### src/design/ex_params.svh
`ifndef EX_PARAMS_SVH
`define EX_PARAMS_SVH

// register file and datapath
`define EX_DATA_WIDTH     32
`define EX_REG_COUNT      8
`define EX_REG_ADDR_WIDTH 3

// micro-instruction layout
`define EX_INSTR_WIDTH    16
`define EX_OPCODE_WIDTH   4
`define EX_IMM_WIDTH      6

`endif

### src/design/flags_pkg.sv
`default_nettype none

`include "ex_params.svh"

package flags_pkg;

  typedef logic [31:0] eflags_t;

  localparam int unsigned CF_BIT = 0;
  localparam int unsigned ZF_BIT = 6;
  localparam int unsigned SF_BIT = 7;
  localparam int unsigned OF_BIT = 11;

  // zero and sign from the result, all else clear
  function automatic eflags_t result_flags(input logic [`EX_DATA_WIDTH-1:0] res);
    eflags_t f;
    f = '0;
    f[ZF_BIT] = (res == '0);
    f[SF_BIT] = res[`EX_DATA_WIDTH-1];
    return f;
  endfunction

  function automatic eflags_t add_flags(input logic [`EX_DATA_WIDTH-1:0] a,
                                        input logic [`EX_DATA_WIDTH-1:0] b);
    logic [`EX_DATA_WIDTH:0] sum;
    eflags_t f;
    sum = {1'b0, a} + {1'b0, b};
    f = result_flags(sum[`EX_DATA_WIDTH-1:0]);
    f[CF_BIT] = sum[`EX_DATA_WIDTH];
    f[OF_BIT] = (a[`EX_DATA_WIDTH-1] == b[`EX_DATA_WIDTH-1]) &&
                (sum[`EX_DATA_WIDTH-1] != a[`EX_DATA_WIDTH-1]);
    return f;
  endfunction

  // cf is the borrow, as on x86
  function automatic eflags_t sub_flags(input logic [`EX_DATA_WIDTH-1:0] a,
                                        input logic [`EX_DATA_WIDTH-1:0] b);
    logic [`EX_DATA_WIDTH:0] diff;
    eflags_t f;
    diff = {1'b0, a} - {1'b0, b};
    f = result_flags(diff[`EX_DATA_WIDTH-1:0]);
    f[CF_BIT] = diff[`EX_DATA_WIDTH];
    f[OF_BIT] = (a[`EX_DATA_WIDTH-1] != b[`EX_DATA_WIDTH-1]) &&
                (diff[`EX_DATA_WIDTH-1] != a[`EX_DATA_WIDTH-1]);
    return f;
  endfunction

  function automatic eflags_t logic_flags(input logic [`EX_DATA_WIDTH-1:0] res);
    return result_flags(res);
  endfunction

  function automatic eflags_t shift_flags(input logic [`EX_DATA_WIDTH-1:0] res,
                                          input logic last_out);
    eflags_t f;
    f = result_flags(res);
    f[CF_BIT] = last_out;
    return f;
  endfunction

endpackage

`default_nettype wire

### src/design/uop_pkg.sv
`default_nettype none

`include "ex_params.svh"

package uop_pkg;

  typedef enum logic [`EX_OPCODE_WIDTH-1:0] {
    OP_LDI     = 0,
    OP_MOV     = 1,
    OP_ADD     = 2,
    OP_SUB     = 3,
    OP_AND     = 4,
    OP_OR      = 5,
    OP_XOR     = 6,
    OP_CMP     = 7,
    OP_SHL     = 8,
    OP_SHR     = 9,
    OP_XCHG    = 10,
    OP_CMPXCHG = 11
  } opcode_e;

  // codes above cmpxchg are reserved
  function automatic logic legal_opcode(input logic [`EX_OPCODE_WIDTH-1:0] op);
    return op <= OP_CMPXCHG;
  endfunction

  // decode to execute; acc is reg0 for cmpxchg
  typedef struct packed {
    opcode_e                       opcode;
    logic [`EX_REG_ADDR_WIDTH-1:0] dst;
    logic [`EX_REG_ADDR_WIDTH-1:0] src;
    logic [`EX_DATA_WIDTH-1:0]     a;
    logic [`EX_DATA_WIDTH-1:0]     b;
    logic [`EX_DATA_WIDTH-1:0]     acc;
  } ex_payload_t;

  // execute to result
  typedef struct packed {
    logic [`EX_DATA_WIDTH-1:0]     result_a;
    logic [`EX_DATA_WIDTH-1:0]     result_b;
    logic [`EX_REG_ADDR_WIDTH-1:0] dest_a;
    logic [`EX_REG_ADDR_WIDTH-1:0] dest_b;
    logic                          ld_a;
    logic                          ld_b;
    logic                          ld_flags;
    flags_pkg::eflags_t            flags;
  } wb_payload_t;

endpackage

`default_nettype wire

### src/design/stage_if.sv
`timescale 1ns/10ps
`default_nettype none

interface stage_if #(
  parameter type payload_t = logic
);

  // one-cycle strobe, payload only meaningful with it
  logic     valid;
  payload_t payload;

  modport producer (
    output valid,
    output payload
  );

  modport consumer (
    input valid,
    input payload
  );

endinterface

`default_nettype wire

### src/design/reg_file.sv
`timescale 1ns/10ps
`default_nettype none

`include "ex_params.svh"

module reg_file (
  input  logic                          CLK,
  input  logic                          rst,
  input  logic [`EX_REG_ADDR_WIDTH-1:0] rd_addr_a,
  input  logic [`EX_REG_ADDR_WIDTH-1:0] rd_addr_b,
  output logic [`EX_DATA_WIDTH-1:0]     rd_data_a,
  output logic [`EX_DATA_WIDTH-1:0]     rd_data_b,
  output logic [`EX_DATA_WIDTH-1:0]     rd_data_acc,
  input  logic                          we_a,
  input  logic [`EX_REG_ADDR_WIDTH-1:0] wr_addr_a,
  input  logic [`EX_DATA_WIDTH-1:0]     wr_data_a,
  input  logic                          we_b,
  input  logic [`EX_REG_ADDR_WIDTH-1:0] wr_addr_b,
  input  logic [`EX_DATA_WIDTH-1:0]     wr_data_b
);

  logic [`EX_DATA_WIDTH-1:0] regs [`EX_REG_COUNT];

  always_ff @(posedge CLK) begin
    if (rst) begin
      for (int i = 0; i < `EX_REG_COUNT; i++) begin
        regs[i] <= '0;
      end
    end else begin
      if (we_a) begin
        regs[wr_addr_a] <= wr_data_a;
      end
      // port b last so it wins on the same index
      if (we_b) begin
        regs[wr_addr_b] <= wr_data_b;
      end
    end
  end

  // reads see the old value during a write
  assign rd_data_a   = regs[rd_addr_a];
  assign rd_data_b   = regs[rd_addr_b];
  assign rd_data_acc = regs[0];

endmodule

`default_nettype wire

### src/design/decode_stage.sv
`timescale 1ns/10ps
`default_nettype none

`include "ex_params.svh"

module decode_stage (
  input  logic                          CLK,
  input  logic                          rst,
  input  logic                          instr_valid,
  input  logic [`EX_INSTR_WIDTH-1:0]    instr,
  output logic [`EX_REG_ADDR_WIDTH-1:0] rd_addr_a,
  output logic [`EX_REG_ADDR_WIDTH-1:0] rd_addr_b,
  input  logic [`EX_DATA_WIDTH-1:0]     rd_data_a,
  input  logic [`EX_DATA_WIDTH-1:0]     rd_data_b,
  input  logic [`EX_DATA_WIDTH-1:0]     rd_data_acc,
  stage_if.producer                     ex
);

  localparam int SRC_LSB = `EX_IMM_WIDTH;
  localparam int DST_LSB = `EX_IMM_WIDTH + `EX_REG_ADDR_WIDTH;

  logic [`EX_OPCODE_WIDTH-1:0]   opcode_bits;
  logic [`EX_REG_ADDR_WIDTH-1:0] dst;
  logic [`EX_REG_ADDR_WIDTH-1:0] src;
  logic [`EX_IMM_WIDTH-1:0]      imm;
  logic                          legal;
  uop_pkg::ex_payload_t          ex_next;

  // field split
  assign opcode_bits = instr[`EX_INSTR_WIDTH-1 -: `EX_OPCODE_WIDTH];
  assign dst         = instr[DST_LSB +: `EX_REG_ADDR_WIDTH];
  assign src         = instr[SRC_LSB +: `EX_REG_ADDR_WIDTH];
  assign imm         = instr[`EX_IMM_WIDTH-1:0];
  assign legal       = uop_pkg::legal_opcode(opcode_bits);

  assign rd_addr_a = dst;
  assign rd_addr_b = src;

  always_comb begin
    ex_next.opcode = uop_pkg::opcode_e'(opcode_bits);
    ex_next.dst    = dst;
    ex_next.src    = src;
    // ldi takes the zero-extended immediate in place of dst
    if (ex_next.opcode == uop_pkg::OP_LDI) begin
      ex_next.a = {{(`EX_DATA_WIDTH - `EX_IMM_WIDTH){1'b0}}, imm};
    end else begin
      ex_next.a = rd_data_a;
    end
    ex_next.b   = rd_data_b;
    ex_next.acc = rd_data_acc;
  end

  // illegal codes die here
  always_ff @(posedge CLK) begin
    if (rst) begin
      ex.valid <= 1'b0;
    end else begin
      ex.valid <= instr_valid && legal;
    end
  end

  always_ff @(posedge CLK) begin
    if (instr_valid) begin
      ex.payload <= ex_next;
    end
  end

  a_ex_legal: assert property (@(posedge CLK) disable iff (rst)
    ex.valid |-> uop_pkg::legal_opcode(ex.payload.opcode));

endmodule

`default_nettype wire

### src/design/execute_stage.sv
`timescale 1ns/10ps
`default_nettype none

`include "ex_params.svh"

module execute_stage (
  input  logic       CLK,
  input  logic       rst,
  stage_if.consumer  ex,
  stage_if.producer  wb
);

  localparam int SHAMT_WIDTH = $clog2(`EX_DATA_WIDTH);

  uop_pkg::ex_payload_t      uop;
  uop_pkg::wb_payload_t      wb_next;
  logic                      is_cmpxchg;
  logic [`EX_DATA_WIDTH-1:0] lhs;
  logic [`EX_DATA_WIDTH-1:0] rhs;
  logic [`EX_DATA_WIDTH-1:0] alu_result;
  flags_pkg::eflags_t        alu_flags;
  logic [SHAMT_WIDTH-1:0]    shamt;
  logic [`EX_DATA_WIDTH:0]   shl_ext;
  logic [`EX_DATA_WIDTH:0]   shr_ext;
  logic [`EX_DATA_WIDTH-1:0] shift_result;
  flags_pkg::eflags_t        sh_flags;
  logic                      cmp_equal;

  assign uop        = ex.payload;
  assign is_cmpxchg = (uop.opcode == uop_pkg::OP_CMPXCHG);

  // cmpxchg compares reg0 against dst
  assign lhs = is_cmpxchg ? uop.acc : uop.a;
  assign rhs = is_cmpxchg ? uop.a : uop.b;

  always_comb begin
    case (uop.opcode)
      uop_pkg::OP_ADD: begin
        alu_result = lhs + rhs;
        alu_flags  = flags_pkg::add_flags(lhs, rhs);
      end
      uop_pkg::OP_AND: begin
        alu_result = lhs & rhs;
        alu_flags  = flags_pkg::logic_flags(alu_result);
      end
      uop_pkg::OP_OR: begin
        alu_result = lhs | rhs;
        alu_flags  = flags_pkg::logic_flags(alu_result);
      end
      uop_pkg::OP_XOR: begin
        alu_result = lhs ^ rhs;
        alu_flags  = flags_pkg::logic_flags(alu_result);
      end
      // sub, cmp and cmpxchg
      default: begin
        alu_result = lhs - rhs;
        alu_flags  = flags_pkg::sub_flags(lhs, rhs);
      end
    endcase
  end

  // extra bit catches the last bit shifted out
  assign shamt   = uop.b[SHAMT_WIDTH-1:0];
  assign shl_ext = {1'b0, uop.a} << shamt;
  assign shr_ext = {uop.a, 1'b0} >> shamt;

  always_comb begin
    if (uop.opcode == uop_pkg::OP_SHL) begin
      shift_result = shl_ext[`EX_DATA_WIDTH-1:0];
      sh_flags     = flags_pkg::shift_flags(shift_result, shl_ext[`EX_DATA_WIDTH]);
    end else begin
      shift_result = shr_ext[`EX_DATA_WIDTH:1];
      sh_flags     = flags_pkg::shift_flags(shift_result, shr_ext[0]);
    end
  end

  assign cmp_equal = alu_flags[flags_pkg::ZF_BIT];

  always_comb begin
    wb_next          = '0;
    wb_next.dest_a   = uop.dst;
    wb_next.dest_b   = uop.src;
    wb_next.result_a = alu_result;
    wb_next.result_b = uop.a;
    wb_next.flags    = alu_flags;
    case (uop.opcode)
      uop_pkg::OP_LDI: begin
        wb_next.result_a = uop.a;
        wb_next.ld_a     = 1'b1;
      end
      uop_pkg::OP_MOV: begin
        wb_next.result_a = uop.b;
        wb_next.ld_a     = 1'b1;
      end
      uop_pkg::OP_ADD, uop_pkg::OP_SUB, uop_pkg::OP_AND, uop_pkg::OP_OR,
      uop_pkg::OP_XOR: begin
        wb_next.ld_a     = 1'b1;
        wb_next.ld_flags = 1'b1;
      end
      uop_pkg::OP_CMP: begin
        wb_next.ld_flags = 1'b1;
      end
      uop_pkg::OP_SHL, uop_pkg::OP_SHR: begin
        wb_next.result_a = shift_result;
        wb_next.flags    = sh_flags;
        wb_next.ld_a     = 1'b1;
        // zero count keeps old flags
        wb_next.ld_flags = (shamt != '0);
      end
      uop_pkg::OP_XCHG: begin
        wb_next.result_a = uop.b;
        wb_next.ld_a     = 1'b1;
        wb_next.ld_b     = 1'b1;
      end
      uop_pkg::OP_CMPXCHG: begin
        // equal: src to dst, else dst to reg0
        wb_next.result_a = uop.b;
        wb_next.ld_a     = cmp_equal;
        wb_next.dest_b   = '0;
        wb_next.ld_b     = !cmp_equal;
        wb_next.ld_flags = 1'b1;
      end
      default: begin
      end
    endcase
  end

  always_ff @(posedge CLK) begin
    if (rst) begin
      wb.valid <= 1'b0;
    end else begin
      wb.valid <= ex.valid;
    end
  end

  always_ff @(posedge CLK) begin
    if (ex.valid) begin
      wb.payload <= wb_next;
    end
  end

  a_wb_valid_known: assert property (@(posedge CLK) !rst |-> !$isunknown(wb.valid));

  a_ld_b_exchange: assert property (@(posedge CLK) disable iff (rst)
    wb.valid && wb.payload.ld_b |->
      $past(uop.opcode) inside {uop_pkg::OP_XCHG, uop_pkg::OP_CMPXCHG});

endmodule

`default_nettype wire

### src/design/result_stage.sv
`timescale 1ns/10ps
`default_nettype none

`include "ex_params.svh"

module result_stage (
  input  logic                          CLK,
  input  logic                          rst,
  stage_if.consumer                     wb,
  output logic                          we_a,
  output logic [`EX_REG_ADDR_WIDTH-1:0] wr_addr_a,
  output logic [`EX_DATA_WIDTH-1:0]     wr_data_a,
  output logic                          we_b,
  output logic [`EX_REG_ADDR_WIDTH-1:0] wr_addr_b,
  output logic [`EX_DATA_WIDTH-1:0]     wr_data_b,
  output logic                          retire_valid,
  output logic                          retire_we_a,
  output logic [`EX_REG_ADDR_WIDTH-1:0] retire_dest_a,
  output logic [`EX_DATA_WIDTH-1:0]     retire_value_a,
  output logic                          retire_we_b,
  output logic [`EX_REG_ADDR_WIDTH-1:0] retire_dest_b,
  output logic [`EX_DATA_WIDTH-1:0]     retire_value_b,
  output flags_pkg::eflags_t            retire_flags
);

  flags_pkg::eflags_t flags_q;

  // register file writes
  assign we_a      = wb.valid && wb.payload.ld_a;
  assign wr_addr_a = wb.payload.dest_a;
  assign wr_data_a = wb.payload.result_a;
  assign we_b      = wb.valid && wb.payload.ld_b;
  assign wr_addr_b = wb.payload.dest_b;
  assign wr_data_b = wb.payload.result_b;

  always_ff @(posedge CLK) begin
    if (rst) begin
      flags_q <= '0;
    end else if (wb.valid && wb.payload.ld_flags) begin
      flags_q <= wb.payload.flags;
    end
  end

  always_ff @(posedge CLK) begin
    if (rst) begin
      retire_valid <= 1'b0;
      retire_we_a  <= 1'b0;
      retire_we_b  <= 1'b0;
    end else begin
      retire_valid <= wb.valid;
      retire_we_a  <= we_a;
      retire_we_b  <= we_b;
    end
  end

  always_ff @(posedge CLK) begin
    if (wb.valid) begin
      retire_dest_a  <= wr_addr_a;
      retire_value_a <= wr_data_a;
      retire_dest_b  <= wr_addr_b;
      retire_value_b <= wr_data_b;
    end
  end

  // flags updated on the same edge as the retirement
  assign retire_flags = flags_q;

  a_retire_follows: assert property (@(posedge CLK) disable iff (rst)
    1'b1 |=> retire_valid == $past(wb.valid));

endmodule

`default_nettype wire

### src/design/ex_core_top.sv
`timescale 1ns/10ps
`default_nettype none

`include "ex_params.svh"

module ex_core_top (
  input  logic                          CLK,
  input  logic                          rst,
  input  logic                          instr_valid,
  input  logic [`EX_INSTR_WIDTH-1:0]    instr,
  output logic                          retire_valid,
  output logic                          retire_we_a,
  output logic [`EX_REG_ADDR_WIDTH-1:0] retire_dest_a,
  output logic [`EX_DATA_WIDTH-1:0]     retire_value_a,
  output logic                          retire_we_b,
  output logic [`EX_REG_ADDR_WIDTH-1:0] retire_dest_b,
  output logic [`EX_DATA_WIDTH-1:0]     retire_value_b,
  output logic [31:0]                   retire_flags
);

  logic [`EX_REG_ADDR_WIDTH-1:0] rd_addr_a;
  logic [`EX_REG_ADDR_WIDTH-1:0] rd_addr_b;
  logic [`EX_DATA_WIDTH-1:0]     rd_data_a;
  logic [`EX_DATA_WIDTH-1:0]     rd_data_b;
  logic [`EX_DATA_WIDTH-1:0]     rd_data_acc;
  logic                          we_a;
  logic [`EX_REG_ADDR_WIDTH-1:0] wr_addr_a;
  logic [`EX_DATA_WIDTH-1:0]     wr_data_a;
  logic                          we_b;
  logic [`EX_REG_ADDR_WIDTH-1:0] wr_addr_b;
  logic [`EX_DATA_WIDTH-1:0]     wr_data_b;

  stage_if #(.payload_t(uop_pkg::ex_payload_t)) ex_bus ();
  stage_if #(.payload_t(uop_pkg::wb_payload_t)) wb_bus ();

  reg_file u_reg_file (
    .CLK         (CLK),
    .rst         (rst),
    .rd_addr_a   (rd_addr_a),
    .rd_addr_b   (rd_addr_b),
    .rd_data_a   (rd_data_a),
    .rd_data_b   (rd_data_b),
    .rd_data_acc (rd_data_acc),
    .we_a        (we_a),
    .wr_addr_a   (wr_addr_a),
    .wr_data_a   (wr_data_a),
    .we_b        (we_b),
    .wr_addr_b   (wr_addr_b),
    .wr_data_b   (wr_data_b)
  );

  decode_stage u_decode (
    .CLK         (CLK),
    .rst         (rst),
    .instr_valid (instr_valid),
    .instr       (instr),
    .rd_addr_a   (rd_addr_a),
    .rd_addr_b   (rd_addr_b),
    .rd_data_a   (rd_data_a),
    .rd_data_b   (rd_data_b),
    .rd_data_acc (rd_data_acc),
    .ex          (ex_bus.producer)
  );

  execute_stage u_execute (
    .CLK (CLK),
    .rst (rst),
    .ex  (ex_bus.consumer),
    .wb  (wb_bus.producer)
  );

  result_stage u_result (
    .CLK            (CLK),
    .rst            (rst),
    .wb             (wb_bus.consumer),
    .we_a           (we_a),
    .wr_addr_a      (wr_addr_a),
    .wr_data_a      (wr_data_a),
    .we_b           (we_b),
    .wr_addr_b      (wr_addr_b),
    .wr_data_b      (wr_data_b),
    .retire_valid   (retire_valid),
    .retire_we_a    (retire_we_a),
    .retire_dest_a  (retire_dest_a),
    .retire_value_a (retire_value_a),
    .retire_we_b    (retire_we_b),
    .retire_dest_b  (retire_dest_b),
    .retire_value_b (retire_value_b),
    .retire_flags   (retire_flags)
  );

endmodule

`default_nettype wire

### config.mk
export PLATFORM = sky130hd
export DESIGN_NAME = ex_core_top
export DESIGN_NICKNAME = d
export VERILOG_FILES = /design/src/design/flags_pkg.sv /design/src/design/uop_pkg.sv /design/src/design/stage_if.sv /design/src/design/reg_file.sv /design/src/design/decode_stage.sv /design/src/design/execute_stage.sv /design/src/design/result_stage.sv /design/src/design/ex_core_top.sv
export VERILOG_INCLUDE_DIRS = /design/src /design/src/design
export SDC_FILE = /design/constraint.sdc
export NUM_CORES = 1
export LEC_CHECK = 0
export BUFFER_PORTS_ARGS = -buffer_cell sky130_fd_sc_hd__buf_4
export CORE_MARGIN = 2
export CORE_UTILIZATION = 30
export CTS_BUF_LIST = sky130_fd_sc_hd__clkbuf_8
export CTS_CLUSTER_DIAMETER = 150
export DETAILED_ROUTE_END_ITERATION = 6
export HOLD_SLACK_MARGIN = 0.02
export PLACE_DENSITY = 0.43
export SETUP_SLACK_MARGIN = 0.02
export SLEW_MARGIN = 20
export SYNTH_ARGS = -nofsm -noshare
export SYNTH_HDL_FRONTEND = slang
export SYNTH_SLANG_ARGS = --single-unit
export TNS_END_PERCENT = 100
### constraint.sdc
create_clock -name CLK -period 9.45 [get_ports CLK]
set_input_delay 1.4175 -clock CLK [delete_from_list [all_inputs] [get_ports CLK]]
set_output_delay 1.4175 -clock CLK [all_outputs]
set_load 0.02 [all_outputs]
# [After elaboration in Yosys (flattened, before gate mapping)]
# Memory sizes are Yosys's and may differ from the RTL's. A register that Yosys moved wholly into a read port is not among the register bits.
# Cells that the tools add are included.
[totals] register_bits=254 ram_bits=256 input_bits=19 out_inout_bits=105 wordCells=98 mem_count=1
[memory_table] memory="u_reg_file.regs" depth=8 word_bits=32 rd=3 rd_clocked_by_memory_dff=2 wr=8 line="reg_file.sv:22" text="logic [`EX_DATA_WIDTH-1:0] regs [`EX_REG_COUNT];"
[classes] add_sub_neg=4 n_lt_le_gt_ge=1 eq_ne=15 shifts=2 mux=26 n_bitwise=3 n_reduce_logical=23
[ops] operator="32-bit logical NOT" count=7
[ops] operator="32-bit two-way mux" count=5
[ops] operator="32-bit one-hot mux with 4 select lines" count=1
[ops] operator="32-bit one-hot mux with 3 select lines" count=1
[ops] operator="32-bit OR reduction" count=2
[ops] operator="12-bit one-hot mux with 4 select lines" count=1
[ops] operator="32-bit by 32-bit adder with 33-bit output" count=1
[ops] operator="32-bit by 5-bit << shifter with 33-bit output" count=1
[ops] operator="33-bit by 5-bit right shift with 33-bit output" count=1
[ops] operator="32-bit by 32-bit subtractor with 33-bit output" count=1
[ops] operator="32-bit adder" count=1
[ops] operator="32-bit bitwise AND" count=1
[ops] operator="32-bit OR" count=1
[ops] operator="32-bit subtractor" count=1
[ops] operator="32-bit XOR" count=1
[ops] operator="4-bit by 3-bit equality test with 1-bit output (second input constant)" count=4
[ops] operator="4-bit equality test (second input constant)" count=4
[ops] operator="12-bit two-way mux" count=1
[ops] operator="1-bit two-way mux" count=10
[ops] operator="10-bit OR reduction" count=1
[ops] operator="4-bit by 2-bit equality test with 1-bit output (second input constant)" count=2
[ops] operator="4-bit logical NOT" count=2
[ops] operator="8-bit two-way mux" count=1
[ops] operator="7-bit OR reduction" count=1
[ops] operator="other kinds (12)" count=22

# [Longest topological paths before layout]
[logic_depth] word_depth=8 ltp_mapped=28 depth_no_buf=22

# [Cells and area by module]
# Synthesis repeated with hierarchy kept, for this count alone.
[unflattened] hier_cells=3636 hier_area_um2=40088.4
[by_module_without_submodules] mod="reg_file" n_inst=1 cells_each=1156 area_each_um2=16428.3 seq_area_each_um2=7687.4
[by_module_without_submodules] mod="execute_stage" n_inst=1 cells_each=2035 area_each_um2=16006.6 seq_area_each_um2=2332.2
[by_module_without_submodules] mod="result_stage" n_inst=1 cells_each=294 area_each_um2=4119.0 seq_area_each_um2=2802.7
[by_module_without_submodules] mod="decode_stage" n_inst=1 cells_each=151 area_each_um2=3534.6 seq_area_each_um2=3203.1

# [Worst setup path after synthesis]
# Ideal clock, no wire load.
[synth_timing] path_kind="reg-to-reg" from="register, netlist name u_decode.ex.payload[103]" to="register, netlist name u_execute.wb.payload[103]" setup_time_ns=0.265 arrival_time_ns=5.429 required_ns=9.185 setup_slack_ns=3.756 stages_incl_launch_ff=27 path_buffers=6 synth_period_minus_slack_ns=5.694 cell_sequence="edfxtp_1 buf_2 nand4b_4 buf_6 buf_6 buf_2 buf_2 buf_1 mux2_2 inv_1 ha_1 nand4_1 nor2b_1 and2_1 a41oi_1 xnor2_1 ha_1 nor2b_1 o21ai_0 nand2b_1 a221o_1 or3_1 o21ai_0 o21bai_1 a311oi_1 mux2i_1 nor3_1"

==> impl_metrics.env <==
export IMPL_cts_setup_buffers=0
export IMPL_drc_errors=0
export IMPL_internal_power_uw=4350
export IMPL_combPwrFrac=0.306
export IMPL_power_density_cell_area_nw_per_um2=176
export IMPL_setup_worst_path_class="reg2reg"
export IMPL_globalRouteOverflowTotal=0
export IMPL_tightestPinTransition_ns=1.11
export IMPL_synthArstFlopShare=0
export IMPL_most_frequently_used_flop_master_after_synthesis="edfxtp_1"
export IMPL_floorplan_die_area_um2=122000
export IMPL_worst_ir_drop_vdd_uv=93.2
export IMPL_design_final_nets=3292
export IMPL_fp_dieH_um=349
export IMPL_antenna_found_initial=5
export IMPL_cts_max_level=3
export IMPL_drt_iter0_markers=3182
export IMPL_timing_critical_path_arrival_ns=8.21
export IMPL_startpoint_type="register"
export IMPL_startpoint="u_decode.ex.payload[104]"
export IMPL_timing_hold_ws_ns=0.417
export IMPL_grt_total_usage=0.255
export IMPL_fin_crit_sh=0.806
export IMPL_layout_area_overhead_vs_synth_pct=10.2
export IMPL_clk_pin_slew_worst_paths_ns=0.07
export IMPL_detailroute_via_count=28900
export IMPL_rsz_0062_raised_after_global_routing="no"
export IMPL_power_share_clock=0.283
export IMPL_cts_hold_fix_buffers=0
export IMPL_root_buffer="clkbuf_8"
export IMPL_die_x_um=349
export IMPL_synth_top_cells_by_area="edfxtp_1, mux4_2, a22o_1, ha_1, mux2i_1"
export IMPL_worstReg2RegEnd="u_execute.wb.payload[6]"
export IMPL_fp_row_count=126
export IMPL_clock_fmax_ghz=0.131
export IMPL_synth_enable_flop_cells=509
export IMPL_final_cell_mix="edfxtp_1, nor2_1, a22o_1"
export IMPL_critical_path_endpoint="u_execute.wb.payload[6]"
export IMPL_period_minus_slack_ns=7.61
export IMPL_synth_avg_cell_area_um2=11.2
export IMPL_post_drt_via_cell_ratio=6.08
export IMPL_ys_warnings_count=0
export IMPL_timing_final_max_slew_violations=0
export IMPL_outcome="finished clean"
export IMPL_synth_top_area_share=0.427
export IMPL_start_util=0.303
export IMPL_min_path_type="reg2reg"
export IMPL_wl_um=159000
export IMPL_hold_violations=0
export IMPL_clock_sinks=518
export IMPL_p_sw_frac=0.374
export IMPL_slew_limit_headroom=0.244
export IMPL_synth_seq_area_share=0.432
export IMPL_finalSetupTns_ns=0
export IMPL_cts_buffer_depth=3
export IMPL_setup_slack_ns=1.84
export IMPL_finalPower_uw=6940
export IMPL_port_buffers=95
export IMPL_endpoint_kind="register"
export IMPL_grt_max_degree=73
export IMPL_vias_in_the_first_global_route=29000
export IMPL_critical_path_peak_fanout=41
export IMPL_core_area_um2=118000
export IMPL_place_congestion=0.960
export IMPL_regToRegSetupSlack_ns=1.84
export IMPL_setup_skew_ns=0.0467
export IMPL_maxCapViolCount=0
export IMPL_post_cts_resize_count=0
export IMPL_detail_route_antenna_nets=0
export IMPL_insertion_delay_ns=0.74
export IMPL_drtPass1Iterations=5
export IMPL_post_synth_inst_count=3195
export IMPL_total_cts_buffers=89
export IMPL_setup_viol_count_final=0
export IMPL_critPathRequiredTime_ns=10.05
export IMPL_sequentialPowerShare=0.411
export IMPL_yosys_cell_types_count=98
export IMPL_synth_cell_area_um2=35800
export IMPL_final_layout_size_suffix_gt1_frac=0.184
export IMPL_ffs_latches_synth=518
export IMPL_switching_power_uw=2600
export IMPL_layout_commonest_cell="edfxtp_1"
export IMPL_leakagePower_uw=0.0146
export IMPL_wire_length_of_the_first_global_routing_pass_um=223000
export IMPL_detailedPlacementHpwl_um=116000
export IMPL_placement_setup_worst_slack_ns=1.86
export IMPL_ioPinCount=124
export IMPL_tritoncts="done"
export IMPL_worstRegToRegCells=16
export IMPL_count_of_fill_cells_added_during_filler_insertion=11900
export IMPL_drt_wirelength_per_cell_um=33.4
export IMPL_rr_startpoint="u_decode.ex.payload[104]"
export IMPL_synth_largest_area_cell="edfxtp_1"
area by class of cell:
type | instances | area [um2] | share of cell area
tap | 1536 | 1920 | 0.0488
inverter | 114 | 428 | 0.0109
multi-input combinational | 2259 | 18700 | 0.475
timing repair buffer | 161 | 1210 | 0.0307
antenna | 1 | 2.50 | 0.0000635
clock inverter | 72 | 418 | 0.0106
sequential | 518 | 15500 | 0.393
clock buffer | 89 | 1220 | 0.0311
cells in the mapped netlist, types with 73 or more instances:
cell type,instances
mux2i_1,147
edfxtp_1,509
ha_1,127
clkbuf_1,181
mux4_2,161
a21oi_1,183
nor2_1,280
nand2_1,131
mux2_2,73
a22o_1,256
inv_1,100
o21ai_0,117
buf_1,104
cell families after synthesis:
family | synth area share
buffers and inverters | 0.0509
other | 0.000105
AO/OA/AOI/OAI | 0.178
AND/OR/NAND/NOR | 0.102
flip-flops | 0.432
adder cells (fa/ha/maj) | 0.0461
XOR/XNOR | 0.0196
multiplexers | 0.171
routing by layer:
metal,track usage,vias up,share of wire
li1,-,12300,-
met1,0.356,15100,0.44
met2,0.411,1228,0.47
met3,0.0313,224,0.058
met4,0.0843,2,0.033
met5,0,-,0.000082
worst max-delay path, stage by stage, from the launching register on:
cell and delay, ns:
edfxtp_1 0.67, nand4b_4 0.69, buf_4 0.70, mux2i_1 0.96
inv_1 0.11, ha_1 0.67, o21ba_2 0.23, o21ai_0 0.07
a32o_1 0.38, a2111oi_0 0.42, nand4_1 0.27, nor4_2 0.76
nand4_1 0.21, nor4_1 0.27, nand4_1 0.18, a2111oi_0 0.62
o31a_1 0.19
how the worst min path moves through the flow:
stage	startpoint	end	slack, ns	cells past startpoint
after floorplan	u_decode.ex.payload[99]	u_execute.wb.payload[38]	0.40	0
after global placement	u_decode.ex.payload[100]	u_execute.wb.payload[39]	0.40	0
after detailed placement	u_decode.ex.payload[100]	u_execute.wb.payload[39]	0.40	0
after CTS	u_decode.ex.payload[100]	u_execute.wb.payload[39]	0.42	0
after global routing	u_decode.ex.payload[100]	u_execute.wb.payload[39]	0.43	0
final	u_decode.ex.payload[100]	u_execute.wb.payload[39]	0.42	0
stage by stage:
| step | util | area (um2) | cells |
|---|---|---|---|
| after floorplan | - | 35900 | 3222 |
| after global placement | 0.320 | 37800 | 4588 |
| after detailed placement | 0.320 | 37800 | 4588 |
| after CTS | 0.334 | 39400 | 4749 |
| after global routing | 0.334 | 39400 | 4750 |
| final | 0.334 | 39400 | 4750 |
registers in the layout (all words and copies together) (netlist names), 3 cells and up:
signal	flops
u_decode.ex.payload	106
u_result.retire_value_a	32
u_result.retire_value_b	32
u_reg_file.regs	256
u_result.retire_dest_b	3
u_result.retire_flags	4
u_result.retire_dest_a	3
u_execute.wb.payload	77
power groups by stage:
stage / sequential [uW] / clock (uW) / combinational (uW)
after detailed placement: 2890 / 0 / 2100
after floorplan: 2760 / 0 / 1390
after global placement: 2890 / 0 / 2110
final: 2850 / 1970 / 2130
after CTS: 2850 / 2020 / 2110
after global routing: 2860 / 2100 / 2260
Note: power is estimated with default switching activity, not from simulation.
